==> config.mk <==
export PLATFORM = sky130hd
export DESIGN_NAME = dma_fe_top
export DESIGN_NICKNAME = d
export VERILOG_FILES = /design/src/design/dma_fe_pkg.sv /design/src/design/dma_fe_top.sv /design/src/design/dma_resp_spill.sv /design/src/design/dma_transfer_id_gen.sv /design/src/design/dma_twod_midend.sv /design/src/design/dma_req_fifo.sv /design/src/design/dma_inst_decode.sv
export VERILOG_INCLUDE_DIRS = /design/src /design/src/design
export SDC_FILE = /design/constraint.sdc
export NUM_CORES = 2
export LEC_CHECK = 0
export BUFFER_PORTS_ARGS = -buffer_cell sky130_fd_sc_hd__buf_2
export CAP_MARGIN = 20
export CORE_ASPECT_RATIO = 1.5
export CORE_UTILIZATION = 39
export DETAILED_ROUTE_END_ITERATION = 16
export PLACE_DENSITY = 0.62
export SYNTH_ARGS = -nofsm -noshare
export SYNTH_HDL_FRONTEND = slang
export SYNTH_SLANG_ARGS = --single-unit
==> constraint.sdc <==
create_clock -name clk_i -period 19.2 [get_ports clk_i]
set_input_delay 1.92 -clock clk_i [delete_from_list [all_inputs] [get_ports clk_i]]
set_output_delay 1.92 -clock clk_i [all_outputs]
set_load 0.005 [all_outputs]
==> src/design/dma_fe_macros.svh <==
// widths, opcodes and instruction field positions of the DMA frontend
// included by the package and by every module that sizes or decodes things
`ifndef DMA_FE_MACROS_SVH
`define DMA_FE_MACROS_SVH

`define DMA_ADDR_WIDTH   48
`define DMA_DATA_WIDTH   64
`define DMA_LEN_WIDTH    32
`define DMA_REP_WIDTH    32
`define DMA_TFID_WIDTH   32
`define DMA_ACC_ID_WIDTH 5
`define DMA_FIFO_DEPTH   3

// opcodes in instruction bits 2..0
`define DMA_OP_SRC  3'd0
`define DMA_OP_DST  3'd1
`define DMA_OP_CPY  3'd2
`define DMA_OP_STAT 3'd3
`define DMA_OP_STR  3'd4
`define DMA_OP_REP  3'd5

// immediate form select and immediate config field (bits 21..20)
`define DMA_IMM_BIT 3
`define DMA_CFG_LSB 20

`endif
==> src/design/dma_fe_pkg.sv <==
// shared types of the tightly coupled DMA frontend
// modules refer to these by scoped name
`default_nettype none

`include "dma_fe_macros.svh"

package dma_fe_pkg;

    // addresses and transfer sizes
    typedef logic [`DMA_ADDR_WIDTH-1:0]   addr_t;
    typedef logic [`DMA_LEN_WIDTH-1:0]    len_t;
    typedef logic [`DMA_REP_WIDTH-1:0]    rep_t;
    // added modulo 2^48 to the running address
    typedef logic [`DMA_REP_WIDTH-1:0]    stride_t;
    typedef logic [`DMA_TFID_WIDTH-1:0]   tf_id_t;

    // accelerator channel
    typedef logic [`DMA_DATA_WIDTH-1:0]   acc_data_t;
    typedef logic [`DMA_ACC_ID_WIDTH-1:0] acc_id_t;
    typedef logic [31:0]                  instr_t;
    typedef logic [1:0]                   cfg_t;

    // 2D midend FSM
    typedef enum logic [1:0] {
        IDLE,
        ISSUE,
        WAIT
    } midend_state_e;

endpackage

`default_nettype wire

==> src/design/dma_fe_top.sv <==
// top of the tightly coupled DMA frontend
// accelerator channel in, strided bursts out to an external backend
`timescale 1ns/1ps
`default_nettype none

module dma_fe_top (
    input  wire logic                  clk_i,
    input  wire logic                  arst_n_i,
    input  wire dma_fe_pkg::instr_t    acc_op_i,
    input  wire dma_fe_pkg::acc_data_t acc_arga_i,
    input  wire dma_fe_pkg::acc_data_t acc_argb_i,
    input  wire dma_fe_pkg::acc_id_t   acc_id_i,
    input  wire logic                  acc_valid_i,
    output logic                       acc_ready_o,
    output dma_fe_pkg::acc_data_t      acc_res_data_o,
    output dma_fe_pkg::acc_id_t        acc_res_id_o,
    output logic                       acc_res_valid_o,
    input  wire logic                  acc_res_ready_i,
    output dma_fe_pkg::addr_t          burst_src_o,
    output dma_fe_pkg::addr_t          burst_dst_o,
    output dma_fe_pkg::len_t           burst_len_o,
    output logic                       burst_valid_o,
    input  wire logic                  burst_ready_i,
    input  wire logic                  burst_done_i,
    output logic                       busy_o
);

    // decoder to queue
    dma_fe_pkg::addr_t     push_src, push_dst, job_src, job_dst;
    dma_fe_pkg::len_t      push_len, job_len;
    dma_fe_pkg::stride_t   push_src_stride, push_dst_stride, job_src_stride, job_dst_stride;
    dma_fe_pkg::rep_t      push_reps, job_reps;
    logic                  push_valid, push_ready, job_valid, job_ready;
    // response path and IDs
    dma_fe_pkg::acc_data_t res_data;
    dma_fe_pkg::acc_id_t   res_id;
    logic                  res_valid, res_ready;
    dma_fe_pkg::tf_id_t    next_id, completed_id;
    logic                  issue, retire, fifo_empty, midend_idle;

    assign issue  = push_valid & push_ready;
    assign busy_o = !fifo_empty | !midend_idle;

    //----------------------------------------------------------------------
    // decode, queue and 2D expansion
    //----------------------------------------------------------------------
    dma_inst_decode i_decode (
        .clk_i, .arst_n_i,
        .op_i (acc_op_i), .arga_i (acc_arga_i), .argb_i (acc_argb_i),
        .id_i (acc_id_i), .valid_i (acc_valid_i), .ready_o (acc_ready_o),
        .push_src_o (push_src), .push_dst_o (push_dst), .push_len_o (push_len),
        .push_src_stride_o (push_src_stride), .push_dst_stride_o (push_dst_stride),
        .push_reps_o (push_reps), .push_valid_o (push_valid), .push_ready_i (push_ready),
        .res_data_o (res_data), .res_id_o (res_id),
        .res_valid_o (res_valid), .res_ready_i (res_ready),
        .next_id_i (next_id), .completed_id_i (completed_id), .busy_i (busy_o)
    );

    dma_req_fifo i_req_fifo (
        .clk_i, .arst_n_i,
        .src_i (push_src), .dst_i (push_dst), .len_i (push_len),
        .src_stride_i (push_src_stride), .dst_stride_i (push_dst_stride),
        .reps_i (push_reps), .valid_i (push_valid), .ready_o (push_ready),
        .src_o (job_src), .dst_o (job_dst), .len_o (job_len),
        .src_stride_o (job_src_stride), .dst_stride_o (job_dst_stride),
        .reps_o (job_reps), .valid_o (job_valid), .ready_i (job_ready),
        .empty_o (fifo_empty)
    );

    dma_twod_midend i_midend (
        .clk_i, .arst_n_i,
        .job_src_i (job_src), .job_dst_i (job_dst), .job_len_i (job_len),
        .job_src_stride_i (job_src_stride), .job_dst_stride_i (job_dst_stride),
        .job_reps_i (job_reps), .job_valid_i (job_valid), .job_ready_o (job_ready),
        .burst_src_o, .burst_dst_o, .burst_len_o, .burst_valid_o, .burst_ready_i,
        .burst_done_i, .retire_o (retire), .idle_o (midend_idle)
    );

    //----------------------------------------------------------------------
    // IDs and response decoupling
    //----------------------------------------------------------------------
    dma_transfer_id_gen i_id_gen (
        .clk_i, .arst_n_i,
        .issue_i (issue), .retire_i (retire),
        .next_o (next_id), .completed_o (completed_id)
    );

    dma_resp_spill i_resp_spill (
        .clk_i, .arst_n_i,
        .data_i (res_data), .id_i (res_id), .valid_i (res_valid), .ready_o (res_ready),
        .data_o (acc_res_data_o), .id_o (acc_res_id_o),
        .valid_o (acc_res_valid_o), .ready_i (acc_res_ready_i)
    );

endmodule

`default_nettype wire

==> src/design/dma_resp_spill.sv <==
// two-entry spill register on the accelerator response path
// output is registered, input ready while the spill slot is free
`timescale 1ns/1ps
`default_nettype none

module dma_resp_spill (
    input  wire logic                  clk_i,
    input  wire logic                  arst_n_i,
    input  wire dma_fe_pkg::acc_data_t data_i,
    input  wire dma_fe_pkg::acc_id_t   id_i,
    input  wire logic                  valid_i,
    output logic                       ready_o,
    output dma_fe_pkg::acc_data_t      data_o,
    output dma_fe_pkg::acc_id_t        id_o,
    output logic                       valid_o,
    input  wire logic                  ready_i
);

    dma_fe_pkg::acc_data_t spill_data_q;
    dma_fe_pkg::acc_id_t   spill_id_q;
    logic                  spill_full_q;
    logic                  in_fire, load_out;

    assign ready_o  = !spill_full_q;
    assign in_fire  = valid_i & ready_o;
    // output slot can take new data when empty or draining
    assign load_out = !valid_o | ready_i;

    always_ff @(posedge clk_i) begin
        if (load_out) begin
            data_o <= spill_full_q ? spill_data_q : data_i;
            id_o   <= spill_full_q ? spill_id_q : id_i;
        end else if (in_fire) begin
            spill_data_q <= data_i;
            spill_id_q   <= id_i;
        end
    end

    always_ff @(posedge clk_i or negedge arst_n_i) begin
        if (!arst_n_i) begin
            valid_o      <= 1'b0;
            spill_full_q <= 1'b0;
        end else if (load_out) begin
            valid_o      <= spill_full_q | in_fire;
            spill_full_q <= 1'b0;
        end else if (in_fire) begin
            spill_full_q <= 1'b1;
        end
    end

endmodule

`default_nettype wire

==> src/design/dma_transfer_id_gen.sv <==
// next and completed transfer ID counters, both wrap
`timescale 1ns/1ps
`default_nettype none

module dma_transfer_id_gen (
    input  wire logic          clk_i,
    input  wire logic          arst_n_i,
    input  wire logic          issue_i,
    input  wire logic          retire_i,
    output dma_fe_pkg::tf_id_t next_o,
    output dma_fe_pkg::tf_id_t completed_o
);

    always_ff @(posedge clk_i or negedge arst_n_i) begin
        if (!arst_n_i) begin
            next_o      <= '0;
            completed_o <= '0;
        end else begin
            next_o      <= next_o + dma_fe_pkg::tf_id_t'(issue_i);
            completed_o <= completed_o + dma_fe_pkg::tf_id_t'(retire_i);
        end
    end

    // a retire always belongs to an issued job
    a_no_overtake: assert property (@(posedge clk_i) disable iff (!arst_n_i)
        retire_i |-> completed_o != next_o);

endmodule

`default_nettype wire

==> src/design/dma_twod_midend.sv <==
// 2D midend: expands one job into reps strided bursts
// retires the job once every burst has reported done
`timescale 1ns/1ps
`default_nettype none

module dma_twod_midend (
    input  wire logic                clk_i,
    input  wire logic                arst_n_i,
    input  wire dma_fe_pkg::addr_t   job_src_i,
    input  wire dma_fe_pkg::addr_t   job_dst_i,
    input  wire dma_fe_pkg::len_t    job_len_i,
    input  wire dma_fe_pkg::stride_t job_src_stride_i,
    input  wire dma_fe_pkg::stride_t job_dst_stride_i,
    input  wire dma_fe_pkg::rep_t    job_reps_i,
    input  wire logic                job_valid_i,
    output logic                     job_ready_o,
    output dma_fe_pkg::addr_t        burst_src_o,
    output dma_fe_pkg::addr_t        burst_dst_o,
    output dma_fe_pkg::len_t         burst_len_o,
    output logic                     burst_valid_o,
    input  wire logic                burst_ready_i,
    input  wire logic                burst_done_i,
    output logic                     retire_o,
    output logic                     idle_o
);

    dma_fe_pkg::midend_state_e state_q;
    dma_fe_pkg::addr_t         src_q, dst_q;
    dma_fe_pkg::len_t          len_q;
    dma_fe_pkg::stride_t       src_stride_q, dst_stride_q;
    dma_fe_pkg::rep_t          reps_q, issue_cnt_q, done_cnt_q;
    logic                      take, burst_fire;

    assign idle_o        = (state_q == dma_fe_pkg::IDLE);
    assign job_ready_o   = idle_o;
    assign take          = job_valid_i & job_ready_o;
    assign burst_valid_o = (state_q == dma_fe_pkg::ISSUE);
    assign burst_fire    = burst_valid_o & burst_ready_i;
    assign retire_o      = (state_q == dma_fe_pkg::WAIT) && (done_cnt_q == reps_q);

    assign burst_src_o = src_q;
    assign burst_dst_o = dst_q;
    assign burst_len_o = len_q;

    // running addresses and job payload
    always_ff @(posedge clk_i) begin
        if (take) begin
            src_q        <= job_src_i;
            dst_q        <= job_dst_i;
            len_q        <= job_len_i;
            src_stride_q <= job_src_stride_i;
            dst_stride_q <= job_dst_stride_i;
        end else if (burst_fire) begin
            src_q <= src_q + dma_fe_pkg::addr_t'(src_stride_q);
            dst_q <= dst_q + dma_fe_pkg::addr_t'(dst_stride_q);
        end
    end

    //----------------------------------------------------------------------
    // FSM and burst counters
    //----------------------------------------------------------------------
    always_ff @(posedge clk_i or negedge arst_n_i) begin
        if (!arst_n_i) begin
            state_q     <= dma_fe_pkg::IDLE;
            reps_q      <= '0;
            issue_cnt_q <= '0;
            done_cnt_q  <= '0;
        end else begin
            if (burst_done_i) begin
                done_cnt_q <= done_cnt_q + 1'b1;
            end
            case (state_q)
                dma_fe_pkg::IDLE: if (take) begin
                    // zero reps still moves one burst
                    reps_q      <= (job_reps_i == '0) ? dma_fe_pkg::rep_t'(1) : job_reps_i;
                    issue_cnt_q <= '0;
                    done_cnt_q  <= '0;
                    state_q     <= dma_fe_pkg::ISSUE;
                end
                dma_fe_pkg::ISSUE: if (burst_fire) begin
                    issue_cnt_q <= issue_cnt_q + 1'b1;
                    if (issue_cnt_q + 1'b1 == reps_q) begin
                        state_q <= dma_fe_pkg::WAIT;
                    end
                end
                default: if (retire_o) begin
                    issue_cnt_q <= '0;
                    done_cnt_q  <= '0;
                    state_q     <= dma_fe_pkg::IDLE;
                end
            endcase
        end
    end

    // backend never reports more bursts than were handed to it
    a_done_owed: assert property (@(posedge clk_i) disable iff (!arst_n_i)
        burst_done_i |-> done_cnt_q != issue_cnt_q);

endmodule

`default_nettype wire

==> src/design/dma_req_fifo.sv <==
// circular queue of launched jobs between decoder and midend
// depth comes from the macros header
`timescale 1ns/1ps
`default_nettype none

`include "dma_fe_macros.svh"

module dma_req_fifo (
    input  wire logic                clk_i,
    input  wire logic                arst_n_i,
    input  wire dma_fe_pkg::addr_t   src_i,
    input  wire dma_fe_pkg::addr_t   dst_i,
    input  wire dma_fe_pkg::len_t    len_i,
    input  wire dma_fe_pkg::stride_t src_stride_i,
    input  wire dma_fe_pkg::stride_t dst_stride_i,
    input  wire dma_fe_pkg::rep_t    reps_i,
    input  wire logic                valid_i,
    output logic                     ready_o,
    output dma_fe_pkg::addr_t        src_o,
    output dma_fe_pkg::addr_t        dst_o,
    output dma_fe_pkg::len_t         len_o,
    output dma_fe_pkg::stride_t      src_stride_o,
    output dma_fe_pkg::stride_t      dst_stride_o,
    output dma_fe_pkg::rep_t         reps_o,
    output logic                     valid_o,
    input  wire logic                ready_i,
    output logic                     empty_o
);

    localparam int unsigned DEPTH = `DMA_FIFO_DEPTH;
    localparam int unsigned PTR_W = $clog2(DEPTH);
    localparam int unsigned CNT_W = $clog2(DEPTH + 1);
    localparam int unsigned JOB_W = 2 * `DMA_ADDR_WIDTH + `DMA_LEN_WIDTH + 3 * `DMA_REP_WIDTH;

    logic [JOB_W-1:0] mem_q [DEPTH];
    logic [PTR_W-1:0] wr_ptr_q, rd_ptr_q;
    logic [CNT_W-1:0] count_q;
    logic             push, pop;

    assign ready_o = (count_q != CNT_W'(DEPTH));
    assign valid_o = (count_q != '0);
    assign empty_o = (count_q == '0);
    assign push    = valid_i & ready_o;
    assign pop     = valid_o & ready_i;

    assign {src_o, dst_o, len_o, src_stride_o, dst_stride_o, reps_o} = mem_q[rd_ptr_q];

    always_ff @(posedge clk_i) begin
        if (push) begin
            mem_q[wr_ptr_q] <= {src_i, dst_i, len_i, src_stride_i, dst_stride_i, reps_i};
        end
    end

    always_ff @(posedge clk_i or negedge arst_n_i) begin
        if (!arst_n_i) begin
            wr_ptr_q <= '0;
            rd_ptr_q <= '0;
            count_q  <= '0;
        end else begin
            if (push) begin
                wr_ptr_q <= (wr_ptr_q == PTR_W'(DEPTH - 1)) ? '0 : wr_ptr_q + 1'b1;
            end
            if (pop) begin
                rd_ptr_q <= (rd_ptr_q == PTR_W'(DEPTH - 1)) ? '0 : rd_ptr_q + 1'b1;
            end
            count_q <= count_q + CNT_W'(push) - CNT_W'(pop);
        end
    end

    // write side stays exactly count entries ahead, so a push when full breaks it
    a_ptr_in_step: assert property (@(posedge clk_i) disable iff (!arst_n_i)
        int'(wr_ptr_q) == (int'(rd_ptr_q) + int'(count_q)) % DEPTH);

endmodule

`default_nettype wire

==> src/design/dma_inst_decode.sv <==
// decodes DMA instructions from the accelerator request channel
// holds the job config registers, pushes jobs and composes responses
`timescale 1ns/1ps
`default_nettype none

`include "dma_fe_macros.svh"

module dma_inst_decode (
    input  wire logic                 clk_i,
    input  wire logic                 arst_n_i,
    input  wire dma_fe_pkg::instr_t   op_i,
    input  wire dma_fe_pkg::acc_data_t arga_i,
    input  wire dma_fe_pkg::acc_data_t argb_i,
    input  wire dma_fe_pkg::acc_id_t  id_i,
    input  wire logic                 valid_i,
    output logic                      ready_o,
    output dma_fe_pkg::addr_t         push_src_o,
    output dma_fe_pkg::addr_t         push_dst_o,
    output dma_fe_pkg::len_t          push_len_o,
    output dma_fe_pkg::stride_t       push_src_stride_o,
    output dma_fe_pkg::stride_t       push_dst_stride_o,
    output dma_fe_pkg::rep_t          push_reps_o,
    output logic                      push_valid_o,
    input  wire logic                 push_ready_i,
    output dma_fe_pkg::acc_data_t     res_data_o,
    output dma_fe_pkg::acc_id_t       res_id_o,
    output logic                      res_valid_o,
    input  wire logic                 res_ready_i,
    input  wire dma_fe_pkg::tf_id_t   next_id_i,
    input  wire dma_fe_pkg::tf_id_t   completed_id_i,
    input  wire logic                 busy_i
);

    dma_fe_pkg::addr_t   src_q, dst_q;
    dma_fe_pkg::stride_t src_stride_q, dst_stride_q;
    dma_fe_pkg::rep_t    reps_q;
    dma_fe_pkg::cfg_t    cfg;
    logic [2:0]          opcode;

    assign opcode = op_i[2:0];
    // immediate form takes the selector from the instruction word
    assign cfg = op_i[`DMA_IMM_BIT] ? op_i[`DMA_CFG_LSB+1:`DMA_CFG_LSB] : argb_i[1:0];

    // job fields, 2D bit clear means a single burst
    assign push_src_o        = src_q;
    assign push_dst_o        = dst_q;
    assign push_len_o        = arga_i[`DMA_LEN_WIDTH-1:0];
    assign push_src_stride_o = src_stride_q;
    assign push_dst_stride_o = dst_stride_q;
    assign push_reps_o       = cfg[1] ? reps_q : dma_fe_pkg::rep_t'(1);

    //----------------------------------------------------------------------
    // decode and handshakes
    //----------------------------------------------------------------------
    always_comb begin
        ready_o      = 1'b0;
        push_valid_o = 1'b0;
        res_valid_o  = 1'b0;
        res_id_o     = id_i;
        res_data_o   = '0;
        if (valid_i) begin
            case (opcode)
                `DMA_OP_SRC, `DMA_OP_DST, `DMA_OP_STR, `DMA_OP_REP: ready_o = 1'b1;
                `DMA_OP_CPY: begin
                    // launch only when both the queue and the response path can take it
                    push_valid_o = res_ready_i;
                    ready_o      = res_ready_i & push_ready_i;
                    res_valid_o  = res_ready_i & push_ready_i;
                    res_data_o   = dma_fe_pkg::acc_data_t'(next_id_i);
                end
                `DMA_OP_STAT: begin
                    ready_o     = res_ready_i;
                    res_valid_o = res_ready_i;
                    case (cfg)
                        2'd0:    res_data_o = dma_fe_pkg::acc_data_t'(completed_id_i);
                        2'd1:    res_data_o = dma_fe_pkg::acc_data_t'(next_id_i);
                        2'd2:    res_data_o = dma_fe_pkg::acc_data_t'(busy_i);
                        default: res_data_o = dma_fe_pkg::acc_data_t'(!push_ready_i);
                    endcase
                end
                default: ready_o = 1'b0;
            endcase
        end
    end

    //----------------------------------------------------------------------
    // config registers
    //----------------------------------------------------------------------
    always_ff @(posedge clk_i or negedge arst_n_i) begin
        if (!arst_n_i) begin
            src_q        <= '0;
            dst_q        <= '0;
            src_stride_q <= '0;
            dst_stride_q <= '0;
            reps_q       <= '0;
        end else if (valid_i) begin
            // address is arga[31:0] with argb[15:0] on top
            case (opcode)
                `DMA_OP_SRC: src_q <= {argb_i[15:0], arga_i[31:0]};
                `DMA_OP_DST: dst_q <= {argb_i[15:0], arga_i[31:0]};
                `DMA_OP_STR: begin
                    src_stride_q <= arga_i[`DMA_REP_WIDTH-1:0];
                    dst_stride_q <= argb_i[`DMA_REP_WIDTH-1:0];
                end
                `DMA_OP_REP: reps_q <= arga_i[`DMA_REP_WIDTH-1:0];
                default: ;
            endcase
        end
    end

    // the core holds a stalled instruction
    a_op_stable: assert property (@(posedge clk_i) disable iff (!arst_n_i)
        valid_i && !ready_o |=> valid_i && $stable(op_i) && $stable(id_i));

endmodule

`default_nettype wire

# --- Word level (Yosys, flattened, before mapping) ---
# Memory sizes are Yosys's and may differ from the RTL's.
# Index checks and enable logic that the tools add are counted.
classes:
  add_sub_neg: 10
  eq_ne: 17
  muxes: 37
  bitwise: 9
  n_reduce_logical: 24
op_table:
  columns: ["cell", "n"]
  rows:
  - ["$mux 32", 8]
  - ["$mux 48", 4]
  - ["$mux 64", 2]
  - ["$pmux 32 s2", 2]
  - ["$pmux 64 s2", 1]
  - ["$add 48x32->48", 2]
  - ["$pmux 32 s3", 1]
  - ["$add 32x1->32", 2]
  - ["$add 32x1->32 const B", 2]
  - ["$eq 32x32->1", 2]
  - ["$logic_not 32->1", 1]
  - ["$mux 2", 7]
  - ["$reduce_and 2->1", 6]
  - ["$eq 2x2->1 const B", 4]
  - ["$mux 1", 8]
  - ["$ne 2x2->1 const B", 4]
  - ["$eq 3x2->1 const B", 2]
  - ["$eq 3x3->1 const B", 2]
  - ["$logic_not 2->1", 3]
  - ["$reduce_bool 2->1", 3]
  - ["$and 1x1->1", 5]
  - ["$logic_not 1->1", 5]
  - ["$mux 5", 1]
  - ["$add 2x1->2 const B", 2]
  - ["other kinds (15)", 18]
word_totals:
  register_bits: 692
  ram_bits: 672
  input_bits: 171
  elab_cells: 123
  n_memories: 1
memory_table:
  columns: ["name", "words", "width", "read_ports", "rd_ports_with_merged_regs", "write_ports", "line_no", "text"]
  rows:
  - ["i_req_fifo.mem_q", 3, 224, 1, 0, 1, "dma_req_fifo.sv:35", "logic [JOB_W-1:0] mem_q [DEPTH];"]

# --- Longest topological paths before layout ---
logic_depth:
  depth_word: 7
  depth_mapped: 15
  mapped_depth_nobuf: 14

# --- By module ---
# A second synthesis with hierarchy kept.
hier_totals:
  cells_unflattened: 4222
  area_unflattened_um2: 58482.3
by_module_without_submodules:
  columns: ["module", "n_inst", "cells_per_inst", "area_each_um2", "seq_area_each_um2"]
  rows:
  - ["dma_req_fifo", 1, 1449, 25092.8, 20329.5]
  - ["dma_twod_midend", 1, 1647, 16538.4, 8217.9]
  - ["dma_inst_decode", 1, 645, 8559.5, 4804.6]
  - ["dma_resp_spill", 1, 223, 5397.7, 4194.0]
  - ["dma_transfer_id_gen", 1, 256, 2884.0, 1601.5]
  - ["dma_fe_top", 1, 2, 10.0, 0.0]

# --- Worst setup path before layout ---
# Ideal clock, no wire load.
synth_path:
  kind: "in2reg"
  start: "input port acc_op_i[0]"
  end: "memory i_req_fifo.mem_q[1][0] (netlist name) (enable)"
  setup_ps: 1131
  arrival_ps: 19028
  slack_ps: -958
  cell_stages: 4
  path_buffers: 2
  path_cell_list: "clkbuf_1 or4_1 clkbuf_1 nor3b_1"
synth_via:
  elab_chain_len: 6
synth_lines:
  columns: ["element", "line_no", "text"]
  rows:
  - ["from (decl)", "dma_fe_top.sv:9", "input wire dma_fe_pkg::instr_t acc_op_i,"]
  - ["$eq 3x2->1", "dma_inst_decode.sv:62", "case (opcode)"]
  - ["$mux 1", "dma_inst_decode.sv:62", null]
  - ["$mux 1", "dma_inst_decode.sv:61", "if (valid_i) begin"]
  - ["$and 1x1->1", "dma_req_fifo.sv:43", "assign push = valid_i & ready_o;"]
  - ["$mux 1", "dma_req_fifo.sv:49", "if (push) begin"]
  - ["$mux 1 (not written as such)", "dma_req_fifo.sv:50", "mem_q[wr_ptr_q] <= {src_i, dst_i, len_i, src_stride_i, dst_stride_i, reps_i};"]
  - ["to (decl)", "dma_req_fifo.sv:35", null]
# No other way between the ends.

# --- Worst setup path in the final report ---
layout_path:
  start: "input port acc_valid_i"
  end: "memory i_req_fifo.mem_q[2][82] (netlist name) (enable)"
layout_via:
  elab_chain_len: 4
layout_lines:
  columns: ["element", "line_no", "text"]
  rows:
  - ["from (decl)", "dma_fe_top.sv:13", "input wire logic acc_valid_i,"]
  - ["$mux 1", "dma_inst_decode.sv:61", null]
  - ["$and 1x1->1", "dma_req_fifo.sv:43", null]
  - ["$mux 1", "dma_req_fifo.sv:49", null]
  - ["$mux 1 (not written as such)", "dma_req_fifo.sv:50", null]
# No other way between the ends.

==> metrics.md <==
| Metric | Value |
|---|---|
| CTS Hold Bufs | `0` |
| Routed WL | `134,000 um` |
| Total Negative Setup Slacks | `0 ns` |
| PortBufs | `249` |
| Clk pwr share | `0.394` |
| NetSw | `1.29 mW` |
| Reg2reg end | `i_req_fifo.mem_q[2][82]` |
| Endpoint, Worst Hold | `i_id_gen.next_o[31]` |
| Vias in the first global route | `31,466` |
| Delay-heaviest family, CP | `buffers and inverters` |
| Clock tree buffer depth | `3` |
| Tmin final | `roughly 5.5 ns` |
| Seq pwr share | `0.561` |
| Sink Count | `1,300` |
| Worst-Margin Slew | `1.16 ns` |
| Root Driver | `clkbuf_16` |
| Post-CTS Resized | `0` |
| Cell accounting for the most synthesized area | `edfxtp_1` |
| Peak VDD IR | `approximately 85 uV` |
| Setup-failing EPs final | `0` |
| Filler cells | `12,623` |
| Io pins | `372` |
| Sequential element share of the synthesized area | `0.679` |
| TritonCTS clock tree | `done` |
| Post-CTS Setup Inserts | `0` |
| Crit path buf inv count | `4` |
| Crit path cell chain | `buf_2 > nand2_1 > or4_1 > nor3b_4 > buf_12 > buf_4 > buf_4` |
| Slew HR | `0.219` |
| Status | `complete, no violations` |
| Gr ovfl total | `0` |
| Max-slew violations | `0` |
| Via density | `~5.2` |
| Synth cell types | `79` |
| Instance count of the mapped netlist | `3,924` |
| Post-synth top cells | `edfxtp_1, dfrtp_1, nand2_1` |
| CP max stage cell | `buf_4` |
| Synth area leaders | `edfxtp_1, dfrtp_1, mux2_2` |
| Initial antenna violation count | `19` |
| M1 wire length | `55,500 um` |
| Tot GR Track Use | `0.188` |
| Setup CP Type | `input port to flop` |
| Worst setup EP type | `flop` |
| CP peak stage delay | `0.84 ns` |
| Mapped Avg Cell Area | `about 14 um^2` |
| Share of cells above drive strength 1 | `0.175` |
| Final layout net count | `4,402` |
| Hold path depth | `1` |
| Most frequent CP cell | `buf_4` |
| Synth warn | `0` |
| Clock buffer count from CTS | `117` |
| Die area | `142,000 um^2` |
| CP arrival | `a little under 6 ns` |
| Final Hold Slack | `0.471 ns` |
| Cell Area, Synth | `54,800 um^2` |
| WL met3 | `between 7000 and 8000 um` |
| Routed Antenna Nets | `0` |
| Asr flop ratio synth | `0.278` |
| Pleak | `22.1 nW` |
| Skew final | `0.0289 ns` |
| RSZ-0062 raised after global routing | `false` |
| Via count | `32,037` |
| Final Hold Viols | `0` |
| Worst Hold Class | `flop to flop` |
| Post-synth top area share | `0.514` |
| Largest net degree at the start of global routing | `156` |
| Post-synth top flop | `edfxtp_1` |
| Startpoint Class | `input port` |
| Starting Density | `0.393` |
| Core Area | `approximately 140,000 um^2` |
| DRT iter0 DRCs | `1,981` |
| Levels on crit path | `7` |
| First-pass GRT wire length | `200,000 um` |
| Synthesis-to-finish area growth | `13.2%` |
| Worst Path Max Fanout | `120` |
| FF-to-FF Start | `i_resp_spill.spill_full_q` |
| Int Pwr | `between 4 and 5 mW` |
| Die W | `around 310 um` |
| DRC | `0` |
| Routed len/inst | `21.8 um` |
| Achievable clock frequency | `around 180 MHz` |
| Worst R2R Setup Slack | `about 15 ns` |
| Top Layer Used | `met5` |
| Switching portion of total power | `0.217` |
| R2R depth | `6` |
| WL met2 | `between 60,000 and 70,000 um` |
| Floorplan row count | `168` |
| Reported max-cap violation count | `0` |
| TritonRoute pass-1 iters | `7` |
| Power Total | `just under 6 mW` |
| Period utilization | `0.285` |
| H-tree depth | `3` |
| Post-synth EDFFs | `938` |
| Clock Pin Slew Worst Setup and Hold Paths | `around 0.060 ns` |
| Pwr Density | `96.2 nW/um^2` |
| Die height | `461 um` |
| Post-DP HPWL | `87,400 um` |
| Gate power share | `0.045` |
| Top-count cell post-synth | `edfxtp_1` |
| Routability cong. | `just under 0.9` |
| Yosys reg bits | `1,300` |
| Clk Latency, worst-skew pair | `0.74 ns` |
| Hold Startpoint | `i_id_gen.next_o[31]` |
| Worst path required time | `between 15 and 20 ns` |
power groups by stage:
stage | Clock [mW] | Combinational [mW] | Sequential (mW)
4_1_cts | 2.41 | 0.277 | 3.35
3_5_place_dp | 0 | 0.276 | 3.40
2_1_floorplan | 0 | 0.173 | 3.39
3_3_place_gp | 0 | 0.267 | 3.39
5_1_grt | 2.51 | 0.298 | 3.37
6_report | 2.35 | 0.270 | 3.35
sequential cells by signal, indices dropped and copies added, names as in the netlist, 48 cells and up:
name                  count
i_decode.push_dst_o      48
i_midend.burst_dst_o     48
i_req_fifo.mem_q        672
i_midend.burst_src_o     48
i_decode.push_src_o      48
kinds of logic after synthesis:
kind of cell	count (synthesis)	share of synthesized area
DFF	1300	0.679
and+or+nand+nor	894	0.0776
AOI/OAI and AO/OA	685	0.0746
muxes	461	0.0897
xor gates and xnor gates	258	0.0415
buffers and inverters	251	0.0198
adders and majority gates	74	0.0172
other	1	0.0000684
metal layers:
| layer | vias up | global-route usage |
|---|---|---|
| met5 | - | 0 |
| met4 | 16 | 0.0712 |
| met3 | 209 | 0.0378 |
| met2 | 717 | 0.319 |
| met1 | 16135 | 0.235 |
| li1 | 14960 | - |
through the flow:
stage	utilization	cells	setup slack, ns	area, um^2
after CTS	0.444	6129	13.61	61900
after global placement	0.416	5903	12.87	58000
after global routing	0.444	6135	13.45	62000
after floorplan	-	3955	0.176	54900
after detailed placement	0.416	5905	12.82	58100
final	0.444	6135	13.73	62000
cell usage in the layout (no fill, tap or decap), types with 16 or more instances in the layout:
| master | Yosys | routed |
|---|---|---|
| buf_2 | 9 | 248 |
| a22oi_1 | 32 | 32 |
| mux2_2 | 231 | 231 |
| buf_4 | 33 | 42 |
| nand4_1 | 48 | 48 |
| nor3_1 | 22 | 20 |
| xnor2_1 | 155 | 155 |
| clkbuf_16 | 0 | 122 |
| a31oi_1 | 18 | 18 |
| and3_1 | 36 | 36 |
| clkinv_2 | 0 | 19 |
| xor2_1 | 102 | 102 |
| a211oi_1 | 89 | 89 |
| a21o_1 | 29 | 29 |
| clkbuf_1 | 128 | 32 |
| conb_1 | 1 | 32 |
| o21ai_0 | 246 | 245 |
| nor4_1 | 16 | 16 |
| nand3_1 | 78 | 77 |
| inv_1 | 35 | 34 |
| nor2b_1 | 79 | 79 |
| clkbuf_8 | 0 | 16 |
| nand2_1 | 305 | 304 |
| edfxtp_1 | 938 | 938 |
| ha_1 | 72 | 72 |
| a21oi_1 | 189 | 189 |
| dfrtp_1 | 362 | 360 |
| nor2_1 | 233 | 229 |
| mux2i_1 | 229 | 228 |
layout make-up:
cell class / instances / area, um^2 / share of cell area
clock buffer: 171 / 3400 / 0.0549
inverter: 36 / 140 / 0.00226
clock inverter: 53 / 455 / 0.00735
antenna: 3 / 7.51 / 0.000121
multi-input combinational: 2404 / 16700 / 0.269
tap: 1870 / 2340 / 0.0377
sequential: 1300 / 37200 / 0.601
timing repair buffer: 298 / 1730 / 0.0279
how the worst max path moves through the flow:
stage	endpoint	start	slack (ns)
after floorplan	i_req_fifo.mem_q[0][0]	acc_op_i[0]	0.18
after global placement	i_req_fifo.mem_q[2][118]	acc_valid_i	12.87
after detailed placement	i_req_fifo.mem_q[2][118]	acc_valid_i	12.82
after CTS	i_req_fifo.mem_q[2][115]	acc_valid_i	13.61
after global routing	i_req_fifo.mem_q[2][203]	acc_valid_i	13.45
final	i_req_fifo.mem_q[2][82]	acc_valid_i	13.73
(Power assumes the default switching activity.)
